File: config.mk
export PLATFORM = sky130hd
export DESIGN_NAME = biquad_pole_iir_flat
export DESIGN_NICKNAME = d
export VERILOG_FILES = /design/src/rtl/biquad_pkg.sv /design/src/rtl/biquad_coeff_if.sv /design/src/rtl/biquad_pole_iir.sv /design/src/flat_wrapper.sv
export SDC_FILE = /design/constraint.sdc
export NUM_CORES = 2
export LEC_CHECK = 0
export ABC_CLOCK_PERIOD_IN_PS = 11800
export BUFFER_PORTS_ARGS = -buffer_cell sky130_fd_sc_hd__buf_2
export CORE_MARGIN = 5
export CORE_UTILIZATION = 45
export CTS_CLUSTER_SIZE = 30
export DETAILED_ROUTE_END_ITERATION = 8
export PLACE_DENSITY = 0.66
export SYNTH_ARGS = -nofsm -noshare
export SYNTH_HDL_FRONTEND = slang
export SYNTH_SLANG_ARGS = --single-unit
File: constraint.sdc
create_clock -name clk_i -period 11.8 [get_ports clk_i]
set_input_delay 2.36 -clock clk_i [delete_from_list [all_inputs] [get_ports clk_i]]
set_output_delay 2.36 -clock clk_i [all_outputs]
set_load 0.02 [all_outputs]
File: src/rtl/biquad_pkg.sv
package biquad_pkg;

    // coefficient format is Q4.14
    localparam int COEFF_BITS = 18;
    localparam int COEFF_FRAC = 14;

    // products and sums inside both sections
    localparam int ACC_BITS = 40;

    // zero-section result w and pole-section state y
    localparam int STATE_BITS = 24;

    // wishbone target widths
    localparam int WB_ADR_BITS = 7;
    localparam int WB_DAT_BITS = 32;

    localparam int NOTCH_BITS = 6;

    // bit fields of REG_CTRL
    localparam int CTRL_UPDATE_BIT = 0;
    localparam int CTRL_BYPASS_BIT = 16;
    localparam int CTRL_MASK_LSB   = 24;

    // unit value at state width, the clamp limits are built from it
    localparam logic signed [STATE_BITS-1:0] STATE_ONE = 1;

    // byte offsets, anything else reads zero
    typedef enum logic [WB_ADR_BITS-1:0] {
        REG_CTRL = 7'h00,
        REG_B0   = 7'h04,
        REG_B1   = 7'h08,
        REG_B2   = 7'h0C,
        REG_A1   = 7'h10,
        REG_A2   = 7'h14
    } reg_addr_e;

endpackage
File: src/rtl/biquad_coeff_if.sv
`timescale 1ns/10ps

interface biquad_coeff_if import biquad_pkg::*; ();

    // active coefficient set
    logic signed [COEFF_BITS-1:0] b0;
    logic signed [COEFF_BITS-1:0] b1;
    logic signed [COEFF_BITS-1:0] b2;
    logic signed [COEFF_BITS-1:0] a1;
    logic signed [COEFF_BITS-1:0] a2;

    // one-cycle pulse that copies the shadow bank
    logic update;

    logic bypass;

    modport ctrl (output b0, b1, b2, a1, a2, update, bypass);

    modport zero (input b0, b1, b2);

    modport pole (input a1, a2, bypass);

endinterface

File: src/rtl/biquad_pole_iir.sv
`timescale 1ns/10ps

module biquad_pole_iir import biquad_pkg::*; #(
    parameter int DATA_BITS = 16
) (
    input  logic                         clk_i,
    input  logic                         rst_i,
    input  logic signed [STATE_BITS-1:0] w_i,
    input  logic signed [DATA_BITS-1:0]  x_dly_i,
    input  logic                         valid_i,
    biquad_coeff_if.pole                 coeff,
    output logic signed [DATA_BITS-1:0]  dat_o,
    output logic                         dat_valid_o
);

    // signed range of the output sample
    localparam logic signed [STATE_BITS-1:0] SAT_MAX =
        (STATE_ONE <<< (DATA_BITS - 1)) - STATE_ONE;
    localparam logic signed [STATE_BITS-1:0] SAT_MIN =
        -(STATE_ONE <<< (DATA_BITS - 1));

    // y[n-1] and y[n-2]
    logic signed [STATE_BITS-1:0] y1;
    logic signed [STATE_BITS-1:0] y2;

    logic signed [ACC_BITS-1:0]   fb;
    logic signed [STATE_BITS-1:0] y_next;
    logic signed [STATE_BITS-1:0] y_sat;

    // feedback sum, whole recursion fits in one cycle
    assign fb = ACC_BITS'(coeff.a1) * ACC_BITS'(y1) +
                ACC_BITS'(coeff.a2) * ACC_BITS'(y2);

    assign y_next = w_i + STATE_BITS'(fb >>> COEFF_FRAC);

    always_comb begin
        if (y_next > SAT_MAX) begin
            y_sat = SAT_MAX;
        end else if (y_next < SAT_MIN) begin
            y_sat = SAT_MIN;
        end else begin
            y_sat = y_next;
        end
    end

    // state keeps running in bypass so filtering resumes cleanly
    always_ff @(posedge clk_i) begin
        if (rst_i) begin
            y1 <= '0;
            y2 <= '0;
        end else if (valid_i) begin
            y1 <= y_next;
            y2 <= y1;
        end
    end

    always_ff @(posedge clk_i) begin
        if (valid_i) begin
            if (coeff.bypass) begin
                dat_o <= x_dly_i;
            end else begin
                dat_o <= DATA_BITS'(y_sat);
            end
        end
    end

    always_ff @(posedge clk_i) begin
        if (rst_i) begin
            dat_valid_o <= 1'b0;
        end else begin
            dat_valid_o <= valid_i;
        end
    end

endmodule

File: src/flat_wrapper.sv
// flat-port wrapper written by rule: the top's interface ports become plain ports
module biquad_pole_iir_flat import biquad_pkg::*;
#(
    parameter int DATA_BITS = 16
)
  (clk_i, rst_i, w_i, x_dly_i, valid_i, dat_o, dat_valid_o, coeff_a1, coeff_a2, coeff_bypass);
  biquad_coeff_if coeff_i ();
  input  logic clk_i;
  input  logic rst_i;
  input  logic signed [STATE_BITS-1:0] w_i;
  input  logic signed [DATA_BITS-1:0] x_dly_i;
  input  logic valid_i;
  output logic signed [DATA_BITS-1:0] dat_o;
  output logic dat_valid_o;
  input wire logic [$bits(coeff_i.a1)-1:0] coeff_a1;
  input wire logic [$bits(coeff_i.a2)-1:0] coeff_a2;
  input wire logic [$bits(coeff_i.bypass)-1:0] coeff_bypass;
  assign coeff_i.a1 = coeff_a1;
  assign coeff_i.a2 = coeff_a2;
  assign coeff_i.bypass = coeff_bypass;
  biquad_pole_iir #(.DATA_BITS(DATA_BITS)) u_core (.clk_i(clk_i), .rst_i(rst_i), .w_i(w_i), .x_dly_i(x_dly_i), .valid_i(valid_i), .coeff(coeff_i), .dat_o(dat_o), .dat_valid_o(dat_valid_o));
endmodule
# [Yosys cells after proc, flatten, opt, wreduce, memory -nomap -nowiden]
# Index checks and enable logic that the tools add are counted.
[word_totals] ff_bits=65 in_bits=80
[op_classes] addsub=2 n_mul=2 n_lt_le_gt_ge=2 n_mux=3
[op_table] op="$mul 18x24->38" n=2
[op_table] op="$mux 16" n=3
[op_table] op="$add 38x38->38" n=1
[op_table] op="$add 24x24->24" n=1
[op_table] op="$gt 24x16->1 const B" n=1
[op_table] op="$lt 24x16->1 const B" n=1

# [Logic depth before layout (Yosys ltp)]
[logic_depth] ltp_word=7 ltp_mapped=43 mapped_depth_nobuf=40

# [Least setup slack after synthesis]
# No wires, ideal clock.
[synth_timing] kind="input -> register" start="input coeff_a1[0]" end="register u_core.dat_o[12], data pin" arrival_ns=11.031 cell_stages=38 required_time_ns=11.539 slack_ns=0.509 cell_sequence="clkbuf_1 -> nand2_1 -> fa_1 -> fa_1 -> inv_1 -> fa_1 -> inv_1 -> fa_1 -> fa_1 -> inv_1 -> fa_1 -> fa_1 -> inv_1 -> fa_1 -> inv_1 -> ha_1 -> o211ai_1 -> o21ai_0 -> [2 not listed] -> and2_1 -> o21a_1 -> o21a_1 -> o21a_1 -> nor2_1 -> ha_1 -> or4_1 -> o21ai_1 -> a31oi_1 -> a31oi_2 -> nor2_1 -> a21o_1 -> a21oi_1 -> xnor2_1 -> nor4_2 -> a311oi_2 -> buf_6 -> a221o_1"
[synth_between] elab_chain_cells=7 word_cells_on_any_way=8 cone_classes="add/sub: 2; mul: 1; order compare: 2; mux: 3"
[synth_lines] item="from (decl)" line_no="flat_wrapper.sv:15" text="input wire logic [$bits(coeff_i.a1)-1:0] coeff_a1;"
[synth_lines] item="$mul 18x24->38 (*)" line_no="biquad_pole_iir.sv:31" text="assign fb = ACC_BITS'(coeff.a1) * ACC_BITS'(y1) +"
[synth_lines] item="$add 38x38->38 (*)" line_no="biquad_pole_iir.sv:31"
[synth_lines] item="$add 24x24->24 (*)" line_no="biquad_pole_iir.sv:34" text="assign y_next = w_i + STATE_BITS'(fb >>> COEFF_FRAC);"
[synth_lines] item="$lt 24x16->1" line_no="biquad_pole_iir.sv:39" text="end else if (y_next < SAT_MIN) begin"
[synth_lines] item="$mux 16" line_no="biquad_pole_iir.sv:39"
[synth_lines] item="$mux 16 (*)" line_no="biquad_pole_iir.sv:37" text="if (y_next > SAT_MAX) begin"
[synth_lines] item="$mux 16 (*)" line_no="biquad_pole_iir.sv:59" text="if (coeff.bypass) begin"
[synth_lines] item="to (signal assigned)" line_no="biquad_pole_iir.sv:60" text="dat_o <= x_dly_i;"
[synth_lines] item="to (signal assigned)" line_no="biquad_pole_iir.sv:62" text="dat_o <= DATA_BITS'(y_sat);"
[synth_lines] item="to (decl)" line_no="biquad_pole_iir.sv:12" text="output logic signed [DATA_BITS-1:0] dat_o,"
# Mark *: on every way between the ends. The rest lies on a longest branch, timed or not.
# A chain may end at the register's enable or synchronous reset.

# [Worst setup path in the final report]
[layout_timing] start="input coeff_a1[1]" end="register u_core.dat_o[8], data pin"
# The elaborated chain is that of the path after synthesis.

==> reports/qor.yml <==
status: "finished, final reports clean"
hold_viol: 0
syn-num-nets: 4484
ctsHtreeMaxLevel: 3
drv_cap: 0
timing.final.crit_share_pct: 96.31
synth-main-ff-cell: "dfxtp_1"
ys_async_sr_fraction_pct: 0
antenna_found_initial: 2
synth_edf_count: 16
final_layout_size_suffix_gt1_share_pct: 8.624
grt_usage_pct: 20.95
path_max_fanout: 15
final_cell_mix: "inv_1, fa_1, nand2_1"
firstDrtPassIters: 4
whs_path_depth: 2
cts.sinks: 65
fin_nets: 4569
cpPeakStageDelay_ps: 520
slew_headroom_pct: 26.83
io_buffers: 96
die_y_um: 275.4
start_util_pct: 45.33
overflow: 0
fill_cells: 6687
grt_start_max_net_pins: 64
wl_per_cell_um: 16.93
cts_tree: "built"
min_to: "u_core.y1[3]"
core-area_um2: 69910
ant_nets: 0
ys_ff_latch: 65
clock_latency_ps: 350
tightest_slew_ps: 1098
cp.required_ps: 11900
r2r_end: "u_core.dat_o[8]"
cts_root_buffer: "clkbuf_16"
fin_skew_ps: 13.57
path_class: "in -> reg"
syn_to_final_growth_pct: 8.403
yosysWarnings: 0
hold_path_class: "reg -> reg"
max_freq_mhz: 87.99
final_common_cell: "inv_1"
cp.arrival_ps: 11460
clockBufferDepth: 2
slew_viol_final: 0
synth-seq-area-share_pct: 4.612
finalWorstSetupSlack_ps: 435.0
ys_types: 56
reg2regPathDepth: 37
hpwl_um: 64690
cpMostUsedCell: "fa_1"
fin_util_pct: 49.14
crit_path_end_kind: "flip-flop"
drtIter0Drc: 1135
r2r_start: "u_core.y1[10]"
place_congestion: 0.8577
min_period_ps: 11370
die-area_um2: 75820
setup_viol: 0
via_count: 21885
rows: 97
slowest_stage: "fa_1"
holdBufCountCts: 0
grt_pass1_vias: 24240
clk_pin_slew_ps: 60
drcViolationCount: 0
startpoint_type: "primary input"
synth_area_um2: 31690
routed_wirelength_um: 74620
num_io_pins: 97
pre_cts_ws_ps: -453.2
cts_buffers: 9
avgSynthCellArea_um2: 9.383
grt_pass1_wl_um: 125900
reg2reg_slack_ps: 1580
worstHoldStart: "u_core.y1[3]"
synthCells: 3377
die_w_um: 275.4
via_per_inst: 4.965
## worst max-delay path: cells and delay by family
kind / cells / cell delay (ps)
buffers and inverters: 10 / 1190
XOR/XNOR: 2 / 510
adder cells (fa/ha/maj): 10 / 4680
AO/OA/AOI/OAI: 10 / 1760
AND/OR/NAND/NOR: 6 / 940
## flip-flops by register name, summed over array words and instances, names as in the netlist
signal,flops
u_core.y1,24
u_core.y2,24
u_core.dat_o,16
u_core.dat_valid_o,1
## per-stage QoR
step	area, um^2	hold slack [ps]	std cells	TNS, ps
6_report	34350	494.6	4408	0
5_1_grt	34350	533.6	4407	-18.91
4_1_cts	34180	500.6	4402	0
3_5_place_dp	33860	486.9	4386	-6658
3_3_place_gp	33860	473.7	4386	-5651
2_1_floorplan	31690	532.5	3377	0
## kinds of logic (layout without fill, tap and decap cells)
kind of cell	Yosys count	after routing	share of synthesized area [%]
AOI/OAI and AO/OA	141	141	3.360
buffers and inverters	1031	1121	12.25
other	0	1	0
and+or+nand+nor	990	990	15.55
adders and majority gates	1027	1027	60.62
DFF	65	65	4.612
xor gates and xnor gates	78	78	2.180
muxes	45	45	1.425
## worst max path at each step
stage | end | slack [ps] | depth (start not counted) | startpoint
after detailed placement | u_core.dat_o[8] | -450 | 38 | coeff_a1[0]
after CTS | u_core.dat_o[8] | 130 | 38 | coeff_a1[0]
after global placement | u_core.dat_o[2] | -380 | 38 | coeff_a1[3]
after global routing | u_core.dat_o[14] | -10 | 40 | coeff_a1[3]
after floorplan | u_core.dat_o[12] | 510 | 38 | coeff_a1[0]
final | u_core.dat_o[8] | 430 | 38 | coeff_a1[1]
## layout make-up
cell class | count | area, um^2 | share of cell area, %
inverter | 856 | 3213 | 9.354
antenna | 1 | 2.502 | 0.007285
multi-input combinational | 2281 | 26440 | 76.99
tap | 940 | 1176 | 3.424
sequential | 65 | 1461 | 4.255
clock buffer | 11 | 242.7 | 0.7067
clock inverter | 5 | 56.30 | 0.1639
timing repair buffer | 249 | 1753 | 5.103
## metal layers
layer / vias up / global-route usage (%) / wire length, um
li1: 9796 / - / -
met3: 133 / 1.469 / 2540
met2: 482 / 39.05 / 40360
met5: - / 0 / 13
met1: 11472 / 26.11 / 29020
met4: 2 / 6.274 / 2679
## cell usage after synthesis, drive strengths merged (2+ instances only)
cell / instances / area, um^2
nor2b: 32 / 200.2
buf: 5 / 30.03
o21bai: 5 / 48.80
a311oi: 3 / 45.04
fa: 847 / 16960
o21a: 12 / 90.09
a221o: 15 / 150.1
edfxtp: 16 / 480.5
xor2: 20 / 182.7
a21boi: 2 / 15.01
inv: 856 / 3213
o211ai: 3 / 22.52
nor3: 12 / 60.06
ha: 180 / 2252
clkbuf: 170 / 638.1
a211oi: 7 / 67.57
a21o: 24 / 180.2
nand2: 422 / 1584
xnor2: 58 / 508.0
dfxtp: 49 / 980.9
and2: 404 / 2527
o21ai: 17 / 88.84
nand3: 5 / 25.02
a21oi: 35 / 175.2
nand2b: 21 / 131.4
or3: 2 / 12.51
mux2i: 44 / 440.4
a31oi: 5 / 37.53
a2111oi: 3 / 45.05
nor2: 79 / 296.5
nand4: 8 / 50.05
## timing repair
item / CTS / global route
pin swaps: 0 / 18
setup endpoints to repair: 15 / 15
resized for setup: 2 / 43
buffers inserted: 0 / 5
Power is not shown: default switching activity piles up to over one toggle a cycle in this logic, so the estimate is an artifact.
