$ cat src/rtl/biquad_pkg.sv
package biquad_pkg;

    // coefficient format is Q4.14
    localparam int COEFF_BITS = 18;
    localparam int COEFF_FRAC = 14;

    // products and sums inside both sections
    localparam int ACC_BITS = 40;

    // zero-section result w and pole-section state y
    localparam int STATE_BITS = 24;

    // wishbone target widths
    localparam int WB_ADR_BITS = 7;
    localparam int WB_DAT_BITS = 32;

    localparam int NOTCH_BITS = 6;

    // bit fields of REG_CTRL
    localparam int CTRL_UPDATE_BIT = 0;
    localparam int CTRL_BYPASS_BIT = 16;
    localparam int CTRL_MASK_LSB   = 24;

    // unit value at state width, the clamp limits are built from it
    localparam logic signed [STATE_BITS-1:0] STATE_ONE = 1;

    // byte offsets, anything else reads zero
    typedef enum logic [WB_ADR_BITS-1:0] {
        REG_CTRL = 7'h00,
        REG_B0   = 7'h04,
        REG_B1   = 7'h08,
        REG_B2   = 7'h0C,
        REG_A1   = 7'h10,
        REG_A2   = 7'h14
    } reg_addr_e;

endpackage
$ cat src/rtl/biquad_coeff_if.sv
`timescale 1ns/10ps

interface biquad_coeff_if import biquad_pkg::*; ();

    // active coefficient set
    logic signed [COEFF_BITS-1:0] b0;
    logic signed [COEFF_BITS-1:0] b1;
    logic signed [COEFF_BITS-1:0] b2;
    logic signed [COEFF_BITS-1:0] a1;
    logic signed [COEFF_BITS-1:0] a2;

    // one-cycle pulse that copies the shadow bank
    logic update;

    logic bypass;

    modport ctrl (output b0, b1, b2, a1, a2, update, bypass);

    modport zero (input b0, b1, b2);

    modport pole (input a1, a2, bypass);

endinterface

$ cat src/rtl/biquad_zero_fir.sv
`timescale 1ns/10ps

module biquad_zero_fir import biquad_pkg::*; #(
    parameter int DATA_BITS = 16
) (
    input  logic                         clk_i,
    input  logic                         rst_i,
    input  logic signed [DATA_BITS-1:0]  dat_i,
    input  logic                         dat_valid_i,
    biquad_coeff_if.zero                 coeff,
    output logic signed [STATE_BITS-1:0] w_o,
    output logic signed [DATA_BITS-1:0]  x_dly_o,
    output logic                         valid_o
);

    // x[n-1] and x[n-2]
    logic signed [DATA_BITS-1:0] x1;
    logic signed [DATA_BITS-1:0] x2;

    logic signed [ACC_BITS-1:0]  p0_q;
    logic signed [ACC_BITS-1:0]  p1_q;
    logic signed [ACC_BITS-1:0]  p2_q;
    logic signed [DATA_BITS-1:0] x_q;
    logic                        valid_q;
    logic signed [ACC_BITS-1:0]  acc;

    // history only moves on a real sample
    always_ff @(posedge clk_i) begin
        if (rst_i) begin
            x1 <= '0;
            x2 <= '0;
        end else if (dat_valid_i) begin
            x1 <= dat_i;
            x2 <= x1;
        end
    end

    // stage 1, the three products
    always_ff @(posedge clk_i) begin
        p0_q <= ACC_BITS'(coeff.b0) * ACC_BITS'(dat_i);
        p1_q <= ACC_BITS'(coeff.b1) * ACC_BITS'(x1);
        p2_q <= ACC_BITS'(coeff.b2) * ACC_BITS'(x2);
        x_q  <= dat_i;
    end

    assign acc = p0_q + p1_q + p2_q;

    // stage 2, drop the Q14 fraction and wrap to state width
    always_ff @(posedge clk_i) begin
        w_o     <= STATE_BITS'(acc >>> COEFF_FRAC);
        x_dly_o <= x_q;
    end

    always_ff @(posedge clk_i) begin
        if (rst_i) begin
            valid_q <= 1'b0;
            valid_o <= 1'b0;
        end else begin
            valid_q <= dat_valid_i;
            valid_o <= valid_q;
        end
    end

endmodule

$ cat src/flat_wrapper.sv
// flat-port wrapper written by rule: the top's interface ports become plain ports
module biquad_zero_fir_flat import biquad_pkg::*;
#(
    parameter int DATA_BITS = 16
)
  (clk_i, rst_i, dat_i, dat_valid_i, w_o, x_dly_o, valid_o, coeff_b0, coeff_b1, coeff_b2);
  biquad_coeff_if coeff_i ();
  input  logic clk_i;
  input  logic rst_i;
  input  logic signed [DATA_BITS-1:0] dat_i;
  input  logic dat_valid_i;
  output logic signed [STATE_BITS-1:0] w_o;
  output logic signed [DATA_BITS-1:0] x_dly_o;
  output logic valid_o;
  input wire logic [$bits(coeff_i.b0)-1:0] coeff_b0;
  input wire logic [$bits(coeff_i.b1)-1:0] coeff_b1;
  input wire logic [$bits(coeff_i.b2)-1:0] coeff_b2;
  assign coeff_i.b0 = coeff_b0;
  assign coeff_i.b1 = coeff_b1;
  assign coeff_i.b2 = coeff_b2;
  biquad_zero_fir #(.DATA_BITS(DATA_BITS)) u_core (.clk_i(clk_i), .rst_i(rst_i), .dat_i(dat_i), .dat_valid_i(dat_valid_i), .coeff(coeff_i), .w_o(w_o), .x_dly_o(x_dly_o), .valid_o(valid_o));
endmodule
$ cat config.mk
export PLATFORM = sky130hd
export DESIGN_NAME = biquad_zero_fir_flat
export DESIGN_NICKNAME = d
export VERILOG_FILES = /design/src/rtl/biquad_pkg.sv /design/src/rtl/biquad_coeff_if.sv /design/src/rtl/biquad_zero_fir.sv /design/src/flat_wrapper.sv
export SDC_FILE = /design/constraint.sdc
export NUM_CORES = 2
export LEC_CHECK = 0
export BUFFER_PORTS_ARGS = -buffer_cell sky130_fd_sc_hd__clkbuf_2
export CORE_MARGIN = 1
export CORE_UTILIZATION = 35
export CTS_CLUSTER_DIAMETER = 50
export DETAILED_ROUTE_END_ITERATION = 12
export GPL_TIMING_DRIVEN = 0
export HOLD_SLACK_MARGIN = 0.15
export PLACE_DENSITY = 0.56
export SLEW_MARGIN = 20
export SYNTH_ARGS = -nofsm -noshare
export SYNTH_HDL_FRONTEND = slang
export SYNTH_SLANG_ARGS = --single-unit
$ cat constraint.sdc
create_clock -name clk_i -period 10.5 [get_ports clk_i]
set_clock_uncertainty 0.05 [all_clocks]
set_input_delay 2.1 -clock clk_i [delete_from_list [all_inputs] [get_ports clk_i]]
set_output_delay 2.1 -clock clk_i [all_outputs]
set_load 0.1 [all_outputs]
; ---- Word-level counts from Yosys, hierarchy flattened
; Index checks and enable logic that the tools add are counted.
[totals]
ff_bits = 192
inputBits = 73
out_inout_bits = 41
word_cells = 15
[classes]
n_addsub = 2
n_mul = 3
[op_table]
columns = op, n
row1 = 18-bit by 16-bit multiplier with 34-bit output, 3
row2 = 35-bit by 34-bit adder with 36-bit output, 1
row3 = 34-bit by 34-bit adder with 35-bit output, 1

; ---- Longest topological paths before layout
[depth]
ltp_word = 2
mapped_depth = 25

; ---- Worst setup path after synthesis
; No wires, ideal clock.
[synth_timing]
path_kind = in2reg
startpoint = input dat_i[7]
endpoint = register u_core.p0_q[25]
setup_ps = 72
arrival_time_ps = 7757
slack_ps = 2621
cell_stages = 24
path_cell_list = clkbuf_1 clkbuf_1 nand2_1 fa_1 inv_1 fa_1 inv_1 fa_1 inv_1 fa_1 fa_1 inv_1 fa_1 inv_1 ha_1 a21o_1 a21oi_1 nor2_1 a211oi_1 a21oi_1 o21a_1 o21a_1 o41ai_1 xnor2_1
[synth_via]
elab_chain_cells = 1
[synth_rtl]
columns = item, line_no
row1 = "start, declared", flat_wrapper.sv:10  ; input logic signed [DATA_BITS-1:0] dat_i;
row2 = 18-bit by 16-bit multiplier with 34-bit output, biquad_zero_fir.sv:40  ; p0_q <= ACC_BITS'(coeff.b0) * ACC_BITS'(dat_i);
row3 = "end signal, assigned", biquad_zero_fir.sv:40
row4 = "end, declared", biquad_zero_fir.sv:20  ; logic signed [ACC_BITS-1:0] p0_q;
; No other way between the ends.
; A chain may end at the register's enable or synchronous reset.

; ---- Worst setup path after layout
[layout_timing]
startpoint = input dat_i[7]
endpoint = register, netlist name u_core.p0_q[33]
[layout_via]
elab_chain_cells = 1
[layout_rtl]
columns = item, line_no
row1 = 18-bit by 16-bit multiplier with 34-bit output, biquad_zero_fir.sv:40
; No other way between the ends.

==> qor.csv <==
stage,metric,value,unit
floorplanning,Die Width,334,um
sta,PnR worst setup slack,1.52,ns
synthesis,Syn Nets,5325,
synthesis,leading area contributor after synthesis,fa_1,
routing,Routed WL,102,mm
synthesis,post-synthesis mux area share,0.831,%
routing,routed wire length per instance,18.2,um
global_route,met1 usage,26.4,%
global_route,largest net degree at the start of global routing,23,
sta,fmax,111,MHz
routing,Avg Vias per Cell,4.77,
synthesis,post-synthesis cell area,38500,sq um
synthesis,Post-synth EDFFs,0,
synthesis,Yosys reg bits,190,
pwr,Peak VDD IR,441,uV
worst_setup_path,WP data arrival,9.33,ns
sta,Final Cycle Share,85.5,%
routing,# DRC,0,
synthesis,Synth Instances,4057,
place,# port buffers,111,
floorplanning,row cnt,121,
routing,Iter 0 DRT Violations,1602,
routing,Vias,26813,
global_route,grt ovf,0,
worst_setup_path,CP required,10.85,ns
pwr,power per cell area,310,nW/um^2
sta,relative slew slack,33.3,%
global_route,met3 GRT Util,2.54,%
run_status,outcome,"complete, no violations",
cts,Num CTS Buffers,17,
synthesis,Compound-Gate Fraction of Synth Area,4.91,%
global_route,GR peak layer,met2,
synthesis,xor and xnor area share after synthesis,2.82,%
synthesis,Synth top area share,46.9,%
cts,H-tree depth,4,
sta,max-slew violation count,0,
routing,Pre-antenna DRT Iters,7,
sta,post-route setup TNS,0,ns
synthesis,Post-Synth Adder-Cell Area,56.4,%
sta,final setup fails,0,
floorplanning,Die ar.,111000,sq um
global_route,vias in the first global route,28018,
worst_setup_path,crit end category,register,
worst_setup_path,CP startpoint kind,primary input,
cells_and_area,Final Net Count,5455,
cts,post-CTS resize count,0,
synthesis,Cell variety after synth,64,
synthesis,largest cells by area after synthesis,"fa_1 47%, dfxtp_1 9.9%, ha_1 9.5%",
cts,clk sink count,190,
cts,"Clk Latency, worst-skew pair",0.51,ns
floorplanning,chip height,334,um
cts,Clock transition at path regs,0.08,ns
global_route,first-pass GRT wire length,162,mm
flow_run,Max-Cap Viols,0,
place,Placed Cells,5582,
global_route,GRT Util Overall,19.2,%
cts,CTS max path bufs,2,
synthesis,yosys warns,0,
cts,Post-CTS Setup Inserts,0,
sta,RSZ-0062 raised after global routing,false,
cells_and_area,share of layout cells above drive strength 1,3.83,%
synthesis,average cell area after synthesis,9.50,sq um
global_route,met2 usage,31.5,%
pwr,LEAKAGE,21.0,nW
min_path,HP Class,reg -> reg,
cells_and_area,area of the multi-input gates,30500,sq um
cells_and_area,fillcell total,11050,
cts,Root Driver,clkbuf_16,
synthesis,Synth Area in Simple Gates,14.3,%
cells_and_area,Reg area,3800,sq um
synthesis,most frequent cell after synthesis,inv_1,
routing,final antenna-violating net count,0,
synthesis,ys flop type,dfxtp_1,
cells_and_area,area growth from synthesis to layout,7.74,%
sta,Tmin final,8.98,ns
synthesis,largest family of logic cells by synthesized area,adder cells,
global_route,initial antenna violation count,3,
floorplanning,Starting Density,35.3,%
cts,CTS tree,done,
worst_setup_path,Crit Path Class,in -> reg,
worst_setup_path,"critical path fanouts, max",10,
place,dpl ws,1.19,ns
sta,Worst-Margin Slew,1.00,ns
place,gpl congestion,0.887,
place,Post-DP HPWL,87.9,mm
synthesis,post-synthesis async set-or-reset flop share,0,%
synthesis,sequential cell area fraction in the yosys report,9.87,%
floorplanning,IO Count,114,
floorplanning,Core ar.,109000,sq um
synthesis,Post-synth top cells,"963 x inv_1, 903 x fa_1, 448 x nand2_1",
sta,final hold vios,0,
cells_and_area,Final Non-Filler Cells,5617,
cts,hold_buf cts,0,
-- worst paths after layout --
| path | slack [ns] | end | depth (start not counted) | start |
|---|---|---|---|---|
| setup / recovery | 1.52 | u_core.p0_q[33] | 24 | dat_i[7] |
| hold / removal | 0.28 | u_core.x_dly_o[12] | 0 | u_core.x_q[12] |
| setup reg to reg | 2.88 | u_core.p2_q[33] | 25 | u_core.x2[9] |
| hold reg to reg | 0.28 | u_core.x_dly_o[12] | 0 | u_core.x_q[12] |
-- worst max-delay path: stages --
cell	delay, ns
clkbuf_2	0.08
clkbuf_1	0.53
clkbuf_1	0.60
nand2_1	0.17
fa_1	0.57
inv_1	0.05
fa_1	0.49
inv_1	0.06
fa_1	0.52
inv_1	0.05
fa_1	0.50
fa_1	0.50
inv_1	0.05
fa_1	0.47
inv_1	0.04
ha_1	0.35
a21o_1	0.19
a21oi_1	0.13
nor2_1	0.05
a211oi_1	0.58
a21oi_1	0.29
o2111ai_1	0.32
a31oi_1	0.22
a311o_1	0.40
-- through the flow --
step | util [%] | cell area (sq um) | power [mW] | hold WS, ns
floorplan | - | 38500 | 9.35 | 0.260
global placement | 37.5 | 40900 | 12.0 | 0.261
detailed placement | 37.5 | 40900 | 12.2 | 0.262
CTS | 38.1 | 41500 | 13.0 | 0.275
global route | 38.1 | 41500 | 14.3 | 0.287
finish | 38.1 | 41500 | 12.9 | 0.276
-- power by group --
part | internal [mW] | leakage, nW | switching (mW)
clock network | 0.353 | 0.311 | 0.373
registers | 1.12 | 1.59 | 0.141
logic | 4.33 | 19.1 | 6.54
total | 5.80 | 21.0 | 7.06
-- area by class of cell --
| cell class | count | share of cell area (%) |
|---|---|---|
| diodes | 3 | 0.0181 |
| plain buffers | 148 | 1.36 |
| clock buffers | 17 | 1.02 |
| clock inverters | 15 | 0.537 |
| inverters | 963 | 8.71 |
| multi-input cells | 2756 | 73.6 |
| flip-flops and latches | 190 | 9.16 |
| well taps | 1414 | 4.26 |
| repair buffers | 111 | 1.34 |
-- logic make-up (layout without fill, tap and decap cells) --
family,after synthesis,in the layout
compound gates,282,282
xor+xnor,124,124
fa+ha+maj,1195,1195
buf+inv,1111,1254
flops,190,190
mux,32,32
other cells,0,3
simple gates,1123,1123
-- metal layers --
metal / wire (um) / vias to the layer above / part of all wire (%)
li1: - / 12227 / -
met1: 44900 / 13753 / 44
met2: 48900 / 711 / 48
met3: 5420 / 122 / 5.3
met4: 2890 / 0 / 2.8
met5: 0 / - / 0
-- cell usage in the layout, fill, tap and decap left out, drive strengths merged, types with 15 or more instances in the layout --
| cell type | Yosys | layout |
|---|---|---|
| a211oi | 15 | 15 |
| ha | 292 | 292 |
| dfxtp | 190 | 190 |
| nor3 | 25 | 25 |
| o21ai | 49 | 49 |
| and2 | 411 | 411 |
| mux2i | 32 | 32 |
| nand2b | 26 | 26 |
| fa | 903 | 903 |
| nand3 | 24 | 24 |
| a21oi | 86 | 86 |
| xnor2 | 100 | 100 |
| inv | 963 | 972 |
| a21o | 36 | 36 |
| clkbuf | 141 | 269 |
| xor2 | 24 | 24 |
| o21a | 17 | 17 |
| nand2 | 448 | 448 |
| nor2 | 140 | 140 |
-- registers in the layout, indices dropped and copies added (netlist names) --
signal and flops:
u_core.p0_q 34, u_core.p1_q 34, u_core.p2_q 34, u_core.w_o 22
u_core.x1 16, u_core.x2 16, u_core.x_dly_o 16, u_core.x_q 16
u_core.valid_o 1, u_core.valid_q 1
Power figures use the tool's default switching activity.
