**config.mk**
```make
export PLATFORM = sky130hd
export DESIGN_NAME = biquad_ctrl_regs_flat
export DESIGN_NICKNAME = d
export VERILOG_FILES = /design/src/rtl/biquad_pkg.sv /design/src/rtl/biquad_coeff_if.sv /design/src/rtl/biquad_ctrl_regs.sv /design/src/flat_wrapper.sv
export SDC_FILE = /design/constraint.sdc
export NUM_CORES = 1
export LEC_CHECK = 0
export ABC_AREA = 1
export BUFFER_PORTS_ARGS = -buffer_cell sky130_fd_sc_hd__buf_2
export CAP_MARGIN = 20
export CORE_ASPECT_RATIO = 1.1
export CORE_MARGIN = 4
export CORE_UTILIZATION = 59
export CTS_CLUSTER_DIAMETER = 150
export DETAILED_ROUTE_END_ITERATION = 8
export PLACE_DENSITY = 0.85
export SLEW_MARGIN = 20
export SYNTH_ARGS = -nofsm -noshare
export SYNTH_HDL_FRONTEND = slang
export SYNTH_SLANG_ARGS = --single-unit
export TNS_END_PERCENT = 50
```
**constraint.sdc**
```tcl
create_clock -name clk_i -period 5.3 [get_ports clk_i]
set_input_delay 1.06 -clock clk_i [delete_from_list [all_inputs] [get_ports clk_i]]
set_output_delay 1.06 -clock clk_i [all_outputs]
set_load 0.005 [all_outputs]
```
**src/rtl/biquad_pkg.sv**
```systemverilog
package biquad_pkg;

    // coefficient format is Q4.14
    localparam int COEFF_BITS = 18;
    localparam int COEFF_FRAC = 14;

    // products and sums inside both sections
    localparam int ACC_BITS = 40;

    // zero-section result w and pole-section state y
    localparam int STATE_BITS = 24;

    // wishbone target widths
    localparam int WB_ADR_BITS = 7;
    localparam int WB_DAT_BITS = 32;

    localparam int NOTCH_BITS = 6;

    // bit fields of REG_CTRL
    localparam int CTRL_UPDATE_BIT = 0;
    localparam int CTRL_BYPASS_BIT = 16;
    localparam int CTRL_MASK_LSB   = 24;

    // unit value at state width, the clamp limits are built from it
    localparam logic signed [STATE_BITS-1:0] STATE_ONE = 1;

    // byte offsets, anything else reads zero
    typedef enum logic [WB_ADR_BITS-1:0] {
        REG_CTRL = 7'h00,
        REG_B0   = 7'h04,
        REG_B1   = 7'h08,
        REG_B2   = 7'h0C,
        REG_A1   = 7'h10,
        REG_A2   = 7'h14
    } reg_addr_e;

endpackage
```
**src/rtl/biquad_coeff_if.sv**
```systemverilog
`timescale 1ns/10ps

interface biquad_coeff_if import biquad_pkg::*; ();

    // active coefficient set
    logic signed [COEFF_BITS-1:0] b0;
    logic signed [COEFF_BITS-1:0] b1;
    logic signed [COEFF_BITS-1:0] b2;
    logic signed [COEFF_BITS-1:0] a1;
    logic signed [COEFF_BITS-1:0] a2;

    // one-cycle pulse that copies the shadow bank
    logic update;

    logic bypass;

    modport ctrl (output b0, b1, b2, a1, a2, update, bypass);

    modport zero (input b0, b1, b2);

    modport pole (input a1, a2, bypass);

endinterface

```
**src/rtl/biquad_ctrl_regs.sv**
```systemverilog
`timescale 1ns/10ps

module biquad_ctrl_regs import biquad_pkg::*; (
    input  logic                   clk_i,
    input  logic                   rst_i,
    input  logic                   wb_cyc_i,
    input  logic                   wb_stb_i,
    input  logic                   wb_we_i,
    input  logic [WB_ADR_BITS-1:0] wb_adr_i,
    input  logic [3:0]             wb_sel_i,
    input  logic [WB_DAT_BITS-1:0] wb_dat_i,
    output logic [WB_DAT_BITS-1:0] wb_dat_o,
    output logic                   wb_ack_o,
    input  logic                   notch_update_i,
    input  logic [NOTCH_BITS-1:0]  notch_byp_i,
    biquad_coeff_if.ctrl           coeff
);

    reg_addr_e                    adr;
    logic                         access;
    logic                         wr_en;
    logic                         wr_ctrl;
    logic signed [COEFF_BITS-1:0] b0_sh;
    logic signed [COEFF_BITS-1:0] b1_sh;
    logic signed [COEFF_BITS-1:0] b2_sh;
    logic signed [COEFF_BITS-1:0] a1_sh;
    logic signed [COEFF_BITS-1:0] a2_sh;
    logic [NOTCH_BITS-1:0]        notch_mask;
    logic                         notch_upd_q;
    logic [NOTCH_BITS-1:0]        notch_masked_q;
    logic [WB_DAT_BITS-1:0]       rd_data;

    // word aligned offset
    assign adr = reg_addr_e'({wb_adr_i[WB_ADR_BITS-1:2], 2'b00});

    // a request is served on the edge that raises ack
    assign access  = wb_cyc_i && wb_stb_i && !wb_ack_o;
    assign wr_en   = access && wb_we_i;
    assign wr_ctrl = wr_en && (adr == REG_CTRL);

    always_ff @(posedge clk_i) begin
        if (rst_i) begin
            wb_ack_o <= 1'b0;
        end else begin
            wb_ack_o <= access;
        end
    end

    // shadow bank, only the low lane is used
    always_ff @(posedge clk_i) begin
        if (rst_i) begin
            b0_sh <= '0;
            b1_sh <= '0;
            b2_sh <= '0;
            a1_sh <= '0;
            a2_sh <= '0;
        end else if (wr_en && wb_sel_i[0]) begin
            case (adr)
                REG_B0:  b0_sh <= wb_dat_i[COEFF_BITS-1:0];
                REG_B1:  b1_sh <= wb_dat_i[COEFF_BITS-1:0];
                REG_B2:  b2_sh <= wb_dat_i[COEFF_BITS-1:0];
                REG_A1:  a1_sh <= wb_dat_i[COEFF_BITS-1:0];
                REG_A2:  a2_sh <= wb_dat_i[COEFF_BITS-1:0];
                default: ;
            endcase
        end
    end

    // whole active set switches on one edge
    always_ff @(posedge clk_i) begin
        if (rst_i) begin
            coeff.b0 <= '0;
            coeff.b1 <= '0;
            coeff.b2 <= '0;
            coeff.a1 <= '0;
            coeff.a2 <= '0;
        end else if (coeff.update) begin
            coeff.b0 <= b0_sh;
            coeff.b1 <= b1_sh;
            coeff.b2 <= b2_sh;
            coeff.a1 <= a1_sh;
            coeff.a2 <= a2_sh;
        end
    end

    always_ff @(posedge clk_i) begin
        if (rst_i) begin
            coeff.update   <= 1'b0;
            notch_mask     <= '0;
            notch_upd_q    <= 1'b0;
            notch_masked_q <= '0;
            coeff.bypass   <= 1'b1;
        end else begin
            coeff.update <= wr_ctrl && wb_sel_i[CTRL_UPDATE_BIT / 8] &&
                            wb_dat_i[CTRL_UPDATE_BIT];
            if (wr_ctrl && wb_sel_i[CTRL_MASK_LSB / 8]) begin
                notch_mask <= wb_dat_i[CTRL_MASK_LSB +: NOTCH_BITS];
            end
            notch_upd_q    <= notch_update_i;
            notch_masked_q <= notch_byp_i & notch_mask;
            // notch request has priority over a register write
            if (notch_upd_q) begin
                coeff.bypass <= |notch_masked_q;
            end else if (wr_ctrl && wb_sel_i[CTRL_BYPASS_BIT / 8]) begin
                coeff.bypass <= wb_dat_i[CTRL_BYPASS_BIT];
            end
        end
    end

    always_comb begin
        rd_data = '0;
        case (adr)
            REG_CTRL: begin
                rd_data[CTRL_BYPASS_BIT]              = coeff.bypass;
                rd_data[CTRL_MASK_LSB +: NOTCH_BITS] = notch_mask;
            end
            // shadow values, sign extended
            REG_B0:  rd_data = WB_DAT_BITS'(b0_sh);
            REG_B1:  rd_data = WB_DAT_BITS'(b1_sh);
            REG_B2:  rd_data = WB_DAT_BITS'(b2_sh);
            REG_A1:  rd_data = WB_DAT_BITS'(a1_sh);
            REG_A2:  rd_data = WB_DAT_BITS'(a2_sh);
            default: rd_data = '0;
        endcase
    end

    always_ff @(posedge clk_i) begin
        if (access && !wb_we_i) begin
            wb_dat_o <= rd_data;
        end
    end

endmodule

```
**src/flat_wrapper.sv**
```systemverilog
// flat-port wrapper written by rule: the top's interface ports become plain ports
module biquad_ctrl_regs_flat import biquad_pkg::*;
  (clk_i, rst_i, wb_cyc_i, wb_stb_i, wb_we_i, wb_adr_i, wb_sel_i, wb_dat_i, wb_dat_o, wb_ack_o, notch_update_i, notch_byp_i, coeff_b0, coeff_b1, coeff_b2, coeff_a1, coeff_a2, coeff_update, coeff_bypass);
  biquad_coeff_if coeff_i ();
  input  logic clk_i;
  input  logic rst_i;
  input  logic wb_cyc_i;
  input  logic wb_stb_i;
  input  logic wb_we_i;
  input  logic [WB_ADR_BITS-1:0] wb_adr_i;
  input  logic [3:0] wb_sel_i;
  input  logic [WB_DAT_BITS-1:0] wb_dat_i;
  output logic [WB_DAT_BITS-1:0] wb_dat_o;
  output logic wb_ack_o;
  input  logic notch_update_i;
  input  logic [NOTCH_BITS-1:0] notch_byp_i;
  output wire logic [$bits(coeff_i.b0)-1:0] coeff_b0;
  output wire logic [$bits(coeff_i.b1)-1:0] coeff_b1;
  output wire logic [$bits(coeff_i.b2)-1:0] coeff_b2;
  output wire logic [$bits(coeff_i.a1)-1:0] coeff_a1;
  output wire logic [$bits(coeff_i.a2)-1:0] coeff_a2;
  output wire logic [$bits(coeff_i.update)-1:0] coeff_update;
  output wire logic [$bits(coeff_i.bypass)-1:0] coeff_bypass;
  assign coeff_b0 = coeff_i.b0;
  assign coeff_b1 = coeff_i.b1;
  assign coeff_b2 = coeff_i.b2;
  assign coeff_a1 = coeff_i.a1;
  assign coeff_a2 = coeff_i.a2;
  assign coeff_update = coeff_i.update;
  assign coeff_bypass = coeff_i.bypass;
  biquad_ctrl_regs u_core (.clk_i(clk_i), .rst_i(rst_i), .wb_cyc_i(wb_cyc_i), .wb_stb_i(wb_stb_i), .wb_we_i(wb_we_i), .wb_adr_i(wb_adr_i), .wb_sel_i(wb_sel_i), .wb_dat_i(wb_dat_i), .wb_dat_o(wb_dat_o), .wb_ack_o(wb_ack_o), .notch_update_i(notch_update_i), .notch_byp_i(notch_byp_i), .coeff(coeff_i));
endmodule
```
; ---- After elaboration in Yosys (flattened, before gate mapping)
; Index checks and enable logic that the tools add are counted.
; W data, S select, Z words.
[classes]
n_addsub = 0
reduce_logical = 20
n_shift = 0
multipliers = 0
div_mod_pow = 0
eq_ne = 5
bitwise = 1
n_lt_le_gt_ge = 0
n_mux = 7
[ops]
columns = operator, n
row1 = $pmux W16 S5, 1
row2 = $pmux W6 S6, 1
row3 = $pmux W7 S5, 1
row4 = $eq A5 B2 Y1 const B, 2
row5 = $eq A5 B3 Y1 const B, 2
row6 = $logic_and A1 B1 Y1, 10
row7 = $pmux W2 S5, 1
row8 = $reduce_and A2 Y1, 5
row9 = $logic_not A7 Y1, 1
row10 = $and A6 B6 Y6, 1
row11 = $pmux W1 S6, 1
row12 = $reduce_or A6 Y1, 1
row13 = $eq A5 B1 Y1 const B, 1
row14 = $logic_not A1 Y1, 2
row15 = $mux W1, 2
row16 = $reduce_bool A2 Y1, 1
[totals]
out_inout_bits = 125
reg_bits = 228
n_memories = 0
rom_bits = 0
ramBits = 0
input_bits = 55
latch_bits = 0

; ---- Longest topological paths before layout
; Gate-level depths: netlist (run 1).
[depth]
depth_word = 7
mapped_depth = 9

; ---- Least setup slack after synthesis (run 1)
; OpenSTA, ideal clock, no wires.
[synth_timing]
path_type = in2reg
start = input port wb_cyc_i
end = register u_core.wb_dat_o[0], enable pin
n_path_buf = 0
required_time_ns = 4.895
stages = 2
setup_ns = 0.405
slack_ns = 2.709
arrival_time_ns = 2.187
path_cell_list = nand3_2 > nor2_1
[synth_via]
elab_chain_len = 3
[synth_lines]
columns = item, line
row1 = start: declaration, flat_wrapper.sv:7  ; input logic wb_cyc_i;
row2 = $logic_and A1 B1 Y1 (2 in a row), biquad_ctrl_regs.sv:37  ; assign access = wb_cyc_i && wb_stb_i && !wb_ack_o;
row3 = $logic_and A1 B1 Y1, biquad_ctrl_regs.sv:128  ; if (access && !wb_we_i) begin
row4 = end signal: assignment, biquad_ctrl_regs.sv:129  ; wb_dat_o <= rd_data;
row5 = end: declaration, biquad_ctrl_regs.sv:12  ; output logic [WB_DAT_BITS-1:0] wb_dat_o,
; Every way passes these cells.
; A chain may end at the register's enable or synchronous reset.

; ---- Worst setup path in the final report (run 1)
[layout_timing]
start = register u_core.coeff.update
end = output port coeff_update
[layout_rtl]
columns = item, line
row1 = start: declaration, biquad_coeff_if.sv:17  ; modport ctrl (output b0, b1, b2, a1, a2, update, bypass);
row2 = start signal: assignment, biquad_ctrl_regs.sv:94  ; coeff.update <= wr_ctrl && wb_sel_i[CTRL_UPDATE_BIT / 8] &&
row3 = end: declaration, flat_wrapper.sv:22  ; output wire logic [$bits(coeff_i.update)-1:0] coeff_update;
; No word-level cell between the ends.

==> out/qor.yml, run 1 <==
fmax_mhz: 358
r2r_end: "u_core.b1_sh[10]"
switchingPower_uw: 710
start_kind: "flip-flop"
gp_congestion: 0.856
rsz0062_at_grt: "false"
worstHoldStart: "u_core.notch_mask[4]"
holdPathEnd: "u_core.notch_masked_q[4]"
yosys-top-cells-count: "nor2_1, nand2_1, dfxtp_1, o21ai_0, inv_1"
postSynthAreaPerCell_sq_um: 7.34
path_cells: "buf_4 -> buf_2"
seq_area_frac_synth_pct: 52.8
finalWirelength_microns: 23600
vias: 7949
die-area_sq_um: 16900
grtUsageTotal_pct: 27.0
synth-edff-count: 24
syn_area_sq_um: 8790
power_density_nw_per_um2: 321
drc_errors: 0
die_h_microns: 136
row_count: 46
p_comb_share_pct: 3.4
worst-path-buf-inv: 2
num_antenna_cells: 0
areaGrowthSynthToFinish_pct: 16.2
placed_cell_area_sq_um: 9520
overflow: 0
cts_buffers: 21
postCtsSetupBuffers: 0
cts.hold.buffers_added: 0
min_period_over_period_pct: 52.7
hpwl_microns: 15900
synth_flop_cell: "dfxtp_1"
required_ns: 4.24
drtIter0Drc: 781
critPathKind: "flip-flop to output port"
crit_slowest_cell: "buf_4"
via_per_inst: 5.20
arrival_ns: 1.73
grt_pass1_wl_microns: 37100
p_leak_nw: 5.20
max_stage_delay_ns: 0.66
synth-seq-cells: 220
holdWs_ns: 0.442
p_seq_share_pct: 51.5
post_cts_resized: 0
ant_nets: 0
finalCriticalPeriod_ns: 2.79
ys_top_cells_by_area: "dfxtp_1, nor2_1, nand2_1, edfxtp_1, o21ai_0"
synthArstFlopShare_pct: 0
crit_family: "buffers and inverters"
wl_per_cell_microns: 15.5
antenna_found_initial: 0
synth_largest_area_cell: "dfxtp_1"
finalHoldViolations: 0
yosysUniqueCellTypes: 25
swShare_pct: 21.6
r2r_cells: 8
clkPwrFrac_pct: 45.2
final_nets: 1379
cts_tree: "done"
ys_warn_count: 0
cap_violations: 0
tightest_slew_ns: 0.852
start_util_pct: 60.6
syn-num-nets: 1252
pin_count: 180
grt_start_max_net_pins: 128
hold_depth: 2
clock-skew-final_ns: 0.0115
clk_latency_ns: 0.50
finalSetupViolCount: 0
ctsLongestPathBuffers: 3
clkTransAtPathRegs_ns: 0.07
postLayoutCellArea_sq_um: 10200
dieWidth_microns: 124
p_int_mw: 2.57
hp-class: "flip-flop to flip-flop"
netlist_instances: 1197
core_sq_um: 14500
status: "complete, no violations"
cp-end-kind: "output port"
grt_pass1_vias: 7292
htree_levels: 1
cts-root-buf: "clkbuf_16"
drive_above_1_share_pct: 17.2
crit_fanout: 98
io_buffers: 168
detail_route.first_pass.iterations: 5
timing.slew.headroom_pct: 43.1
ff2ff_setup_slack_ns: 3.57
synth.most_common_cell: "nor2_1"
reg2reg_from: "u_core.wb_ack_o"
clock-sinks: 220
fin_setup_tns_ns: 0
slew_viol_final: 0
max-vdd-ir-drop_mv: 0.235
synth_top_area_share_pct: 44.6
## power by group through the flow
stage	Clock, mW	Sequential (mW)	Combinational [mW]
2_1_floorplan	0	1.73	0.0638
3_3_place_gp	0	1.73	0.106
3_5_place_dp	0	1.73	0.108
4_1_cts	1.48	1.69	0.109
5_1_grt	1.55	1.69	0.120
6_report	1.48	1.69	0.110
## registers in the layout, indices dropped and copies added, names as in the netlist, 18 cells and up
signal / flops
u_core.a1_sh: 18
u_core.coeff.a2: 18
u_core.b2_sh: 18
u_core.coeff.b1: 18
u_core.coeff.b0: 18
u_core.wb_dat_o: 24
u_core.coeff.a1: 18
u_core.b1_sh: 18
u_core.b0_sh: 18
u_core.coeff.b2: 18
u_core.a2_sh: 18
## area by class of cell
class	count	area (sq um)
flip-flops and latches	220	4650
well taps	192	240
fillers	1214	4300
inverters	56	215
repair buffers	173	878
multi-input cells	852	3550
clock buffers	28	603
clock inverters	9	78.8
## layout by cell type (no fill, tap or decap), drive strengths merged
master / netlist / layout
clkinvlp: 0 / 1
clkinv: 3 / 7
nor4: 1 / 1
nand4: 11 / 11
edfxtp: 24 / 24
nand2: 332 / 332
nor2: 382 / 382
nand3: 14 / 14
bufinv: 0 / 1
clkbuf: 24 / 28
nand3b: 1 / 1
a21oi: 14 / 14
buf: 45 / 173
inv: 53 / 56
o21ai: 97 / 97
dfxtp: 196 / 196
## tightest hold or removal path, stage by stage (launching register included)
cell and delay [ns]:
dfxtp_1 0.32, nand2_1 0.06, nor2_1 0.03
## cells by family (layout without fill, tap and decap cells)
logic type / count (synthesis) / in the layout / share of synthesized area (%)
AO/OA/AOI/OAI: 111 / 111 / 6.32
buffers and inverters: 125 / 266 / 6.82
flip-flops: 220 / 220 / 52.8
AND/OR/NAND/NOR: 741 / 741 / 34.0
## worst max-delay path by stage
stage	from	to	depth (start not counted)
floorplan	wb_cyc_i	u_core.wb_dat_o[0]	2
global placement	wb_adr_i[3]	u_core.wb_dat_o[29]	9
detailed placement	wb_adr_i[3]	u_core.wb_dat_o[29]	9
CTS	u_core.coeff.update	coeff_update	2
global route	u_core.coeff.update	coeff_update	2
finish	u_core.coeff.update	coeff_update	2
## per-layer routing
metal | vias to the layer above | track usage (%) | routed length (microns) | part of all wire, %
li1 | 3936 | - | - | -
met1 | 3574 | 35.2 | 9650 | 41
met2 | 372 | 44.7 | 11100 | 47
met3 | 67 | 4.36 | 1960 | 8.3
met4 | 0 | 11.8 | 979 | 4.1
met5 | - | 0 | 0 | 0
## per-stage QoR
stage / std cells / util (%) / setup WS, ns / total power [mW]
final: 1530 / 70.4 / 2.51 / 3.28
after global routing: 1530 / 70.4 / 2.41 / 3.36
after CTS: 1530 / 70.4 / 2.50 / 3.28
after detailed placement: 1493 / 65.7 / 2.32 / 1.83
after global placement: 1493 / 65.7 / 2.41 / 1.83
after floorplan: 1197 / - / 2.71 / 1.79
Power figures use the tool's default switching activity.
==> run 2, diff against run 1 <==
--- a/config.mk
+++ b/config.mk
@@ -10,10 +10,10 @@
 export CAP_MARGIN = 20
 export CORE_ASPECT_RATIO = 1.1
 export CORE_MARGIN = 4
-export CORE_UTILIZATION = 59
+export CORE_UTILIZATION = 49
 export CTS_CLUSTER_DIAMETER = 150
 export DETAILED_ROUTE_END_ITERATION = 8
-export PLACE_DENSITY = 0.85
+export PLACE_DENSITY = 0.75
 export SLEW_MARGIN = 20
 export SYNTH_ARGS = -nofsm -noshare
 export SYNTH_HDL_FRONTEND = slang
==> constraint.sdc (replaced) <==
create_clock -name clk_i -period 2.4 [get_ports clk_i]
set_input_delay 0.48 -clock clk_i [delete_from_list [all_inputs] [get_ports clk_i]]
set_output_delay 0.48 -clock clk_i [all_outputs]
set_load 0.005 [all_outputs]
==> out/qor.yml, run 2 (synthesized netlist as in run 1, its figures left out) <==
io_buffers: 168
num_antenna_cells: 0
tightest_slew_ns: 0.526
slew_viol_final: 0
grt_pass1_vias: 7311
die_h_microns: 148
placed_cell_area_sq_um: 9680
clock-skew-final_ns: 0.0296
finalWirelength_microns: 24200
drtIter0Drc: 656
fmax_mhz: 520
vias: 7806
htree_levels: 1
arrival_ns: 1.44
clock-sinks: 220
critPathKind: "flip-flop to output port"
timing.slew.headroom_pct: 64.9
cts-root-buf: "clkbuf_16"
die-area_sq_um: 20100
dieWidth_microns: 136
grt_pass1_wl_microns: 37800
crit_fanout: 52
cp-end-kind: "output port"
finalCriticalPeriod_ns: 1.92
start_kind: "flip-flop"
drc_errors: 0
met2_usage_pct: 38.3
dp_cells: 1549
met1_usage_pct: 32.1
drive_above_1_share_pct: 17.8
final_cells: 1591
post-place-ws_ns: 0.481
finalWorstSetupSlack_ns: 0.478
pin_count: 180
ctsLongestPathBuffers: 3
row_count: 51
cts_tree: "done"
grt_busiest_layer: "met2"
ant_nets: 0
nFillCells: 1619
grtUsageTotal_pct: 23.5
grt_use_met3_pct: 3.65
hp-class: "primary input to flip-flop"
largest-register: "u_core.wb_dat_o"
cts_buffers: 23
p_leak_nw: 5.26
postLayoutCellArea_sq_um: 10400
min_period_over_period_pct: 80.1
detail_route.first_pass.iterations: 5
overflow: 0
required_ns: 1.92
final_common_cell: "nor2_1"
clk_latency_ns: 0.52
clkTransAtPathRegs_ns: 0.06
utilization_pct: 58.7
finalHoldViolations: 0
mostFrequentLayoutCells: "nor2_1, nand2_1, dfxtp_1"
power_density_nw_per_um2: 704
post_cts_resized: 0
wl_per_cell_microns: 15.2
cts.hold.buffers_added: 0
fin_setup_tns_ns: 0
finalSetupViolCount: 0
hpwl_microns: 16800
core_sq_um: 17700
max-vdd-ir-drop_mv: 0.484
gp_congestion: 0.878
final_nets: 1391
cap_violations: 0
postCtsSetupBuffers: 0
antenna_found_initial: 0
status: "complete, no violations"
largest_register_ffs: 24
power.total_mw: 7.30
holdWs_ns: 0.198
areaGrowthSynthToFinish_pct: 18.0
via_per_inst: 4.91
grt_start_max_net_pins: 57
rsz0062_at_grt: "false"
start_util_pct: 49.7
[run 2: power by group]
part / total, mW / internal, mW / switching (mW)
Clock: 3.32 / 1.88 / 1.44
Sequential: 3.73 / 3.72 / 0.00680
Combinational: 0.253 / 0.0779 / 0.175
[run 2: path summary, 6_finish.rpt]
path | start | to | slack, ns | depth (start not counted)
worst max-delay path | u_core.coeff.update | coeff_update | 0.48 | 2
worst min register to register | u_core.notch_mask[0] | u_core.notch_masked_q[0] | 0.45 | 2
worst max register to register | u_core.wb_ack_o | u_core.b2_sh[1] | 0.74 | 8
worst min-delay path | notch_update_i | u_core.notch_upd_q | 0.20 | 3
[run 2: worst max-delay path, stage by stage (launching register included)]
cell     delay (ns)
dfxtp_2        0.34
buf_4          0.38
buf_2          0.22
[run 2: per-layer routing]
layer | up-vias | share of wire (%)
li1 | 3974 | -
met1 | 3539 | 43
met2 | 243 | 47
met3 | 50 | 6.8
met4 | 0 | 3.1
met5 | - | 0
[run 2: cell type report]
class	instances	area, sq um	share of cell area, %
Inverter	56	213	2.05
Clock inverter	13	92.6	0.893
Sequential cell	220	4650	44.8
Clock buffer	29	598	5.77
Timing Repair Buffer	183	978	9.43
Tap cell	238	298	2.87
Multi-Input combinational cell	852	3550	34.2
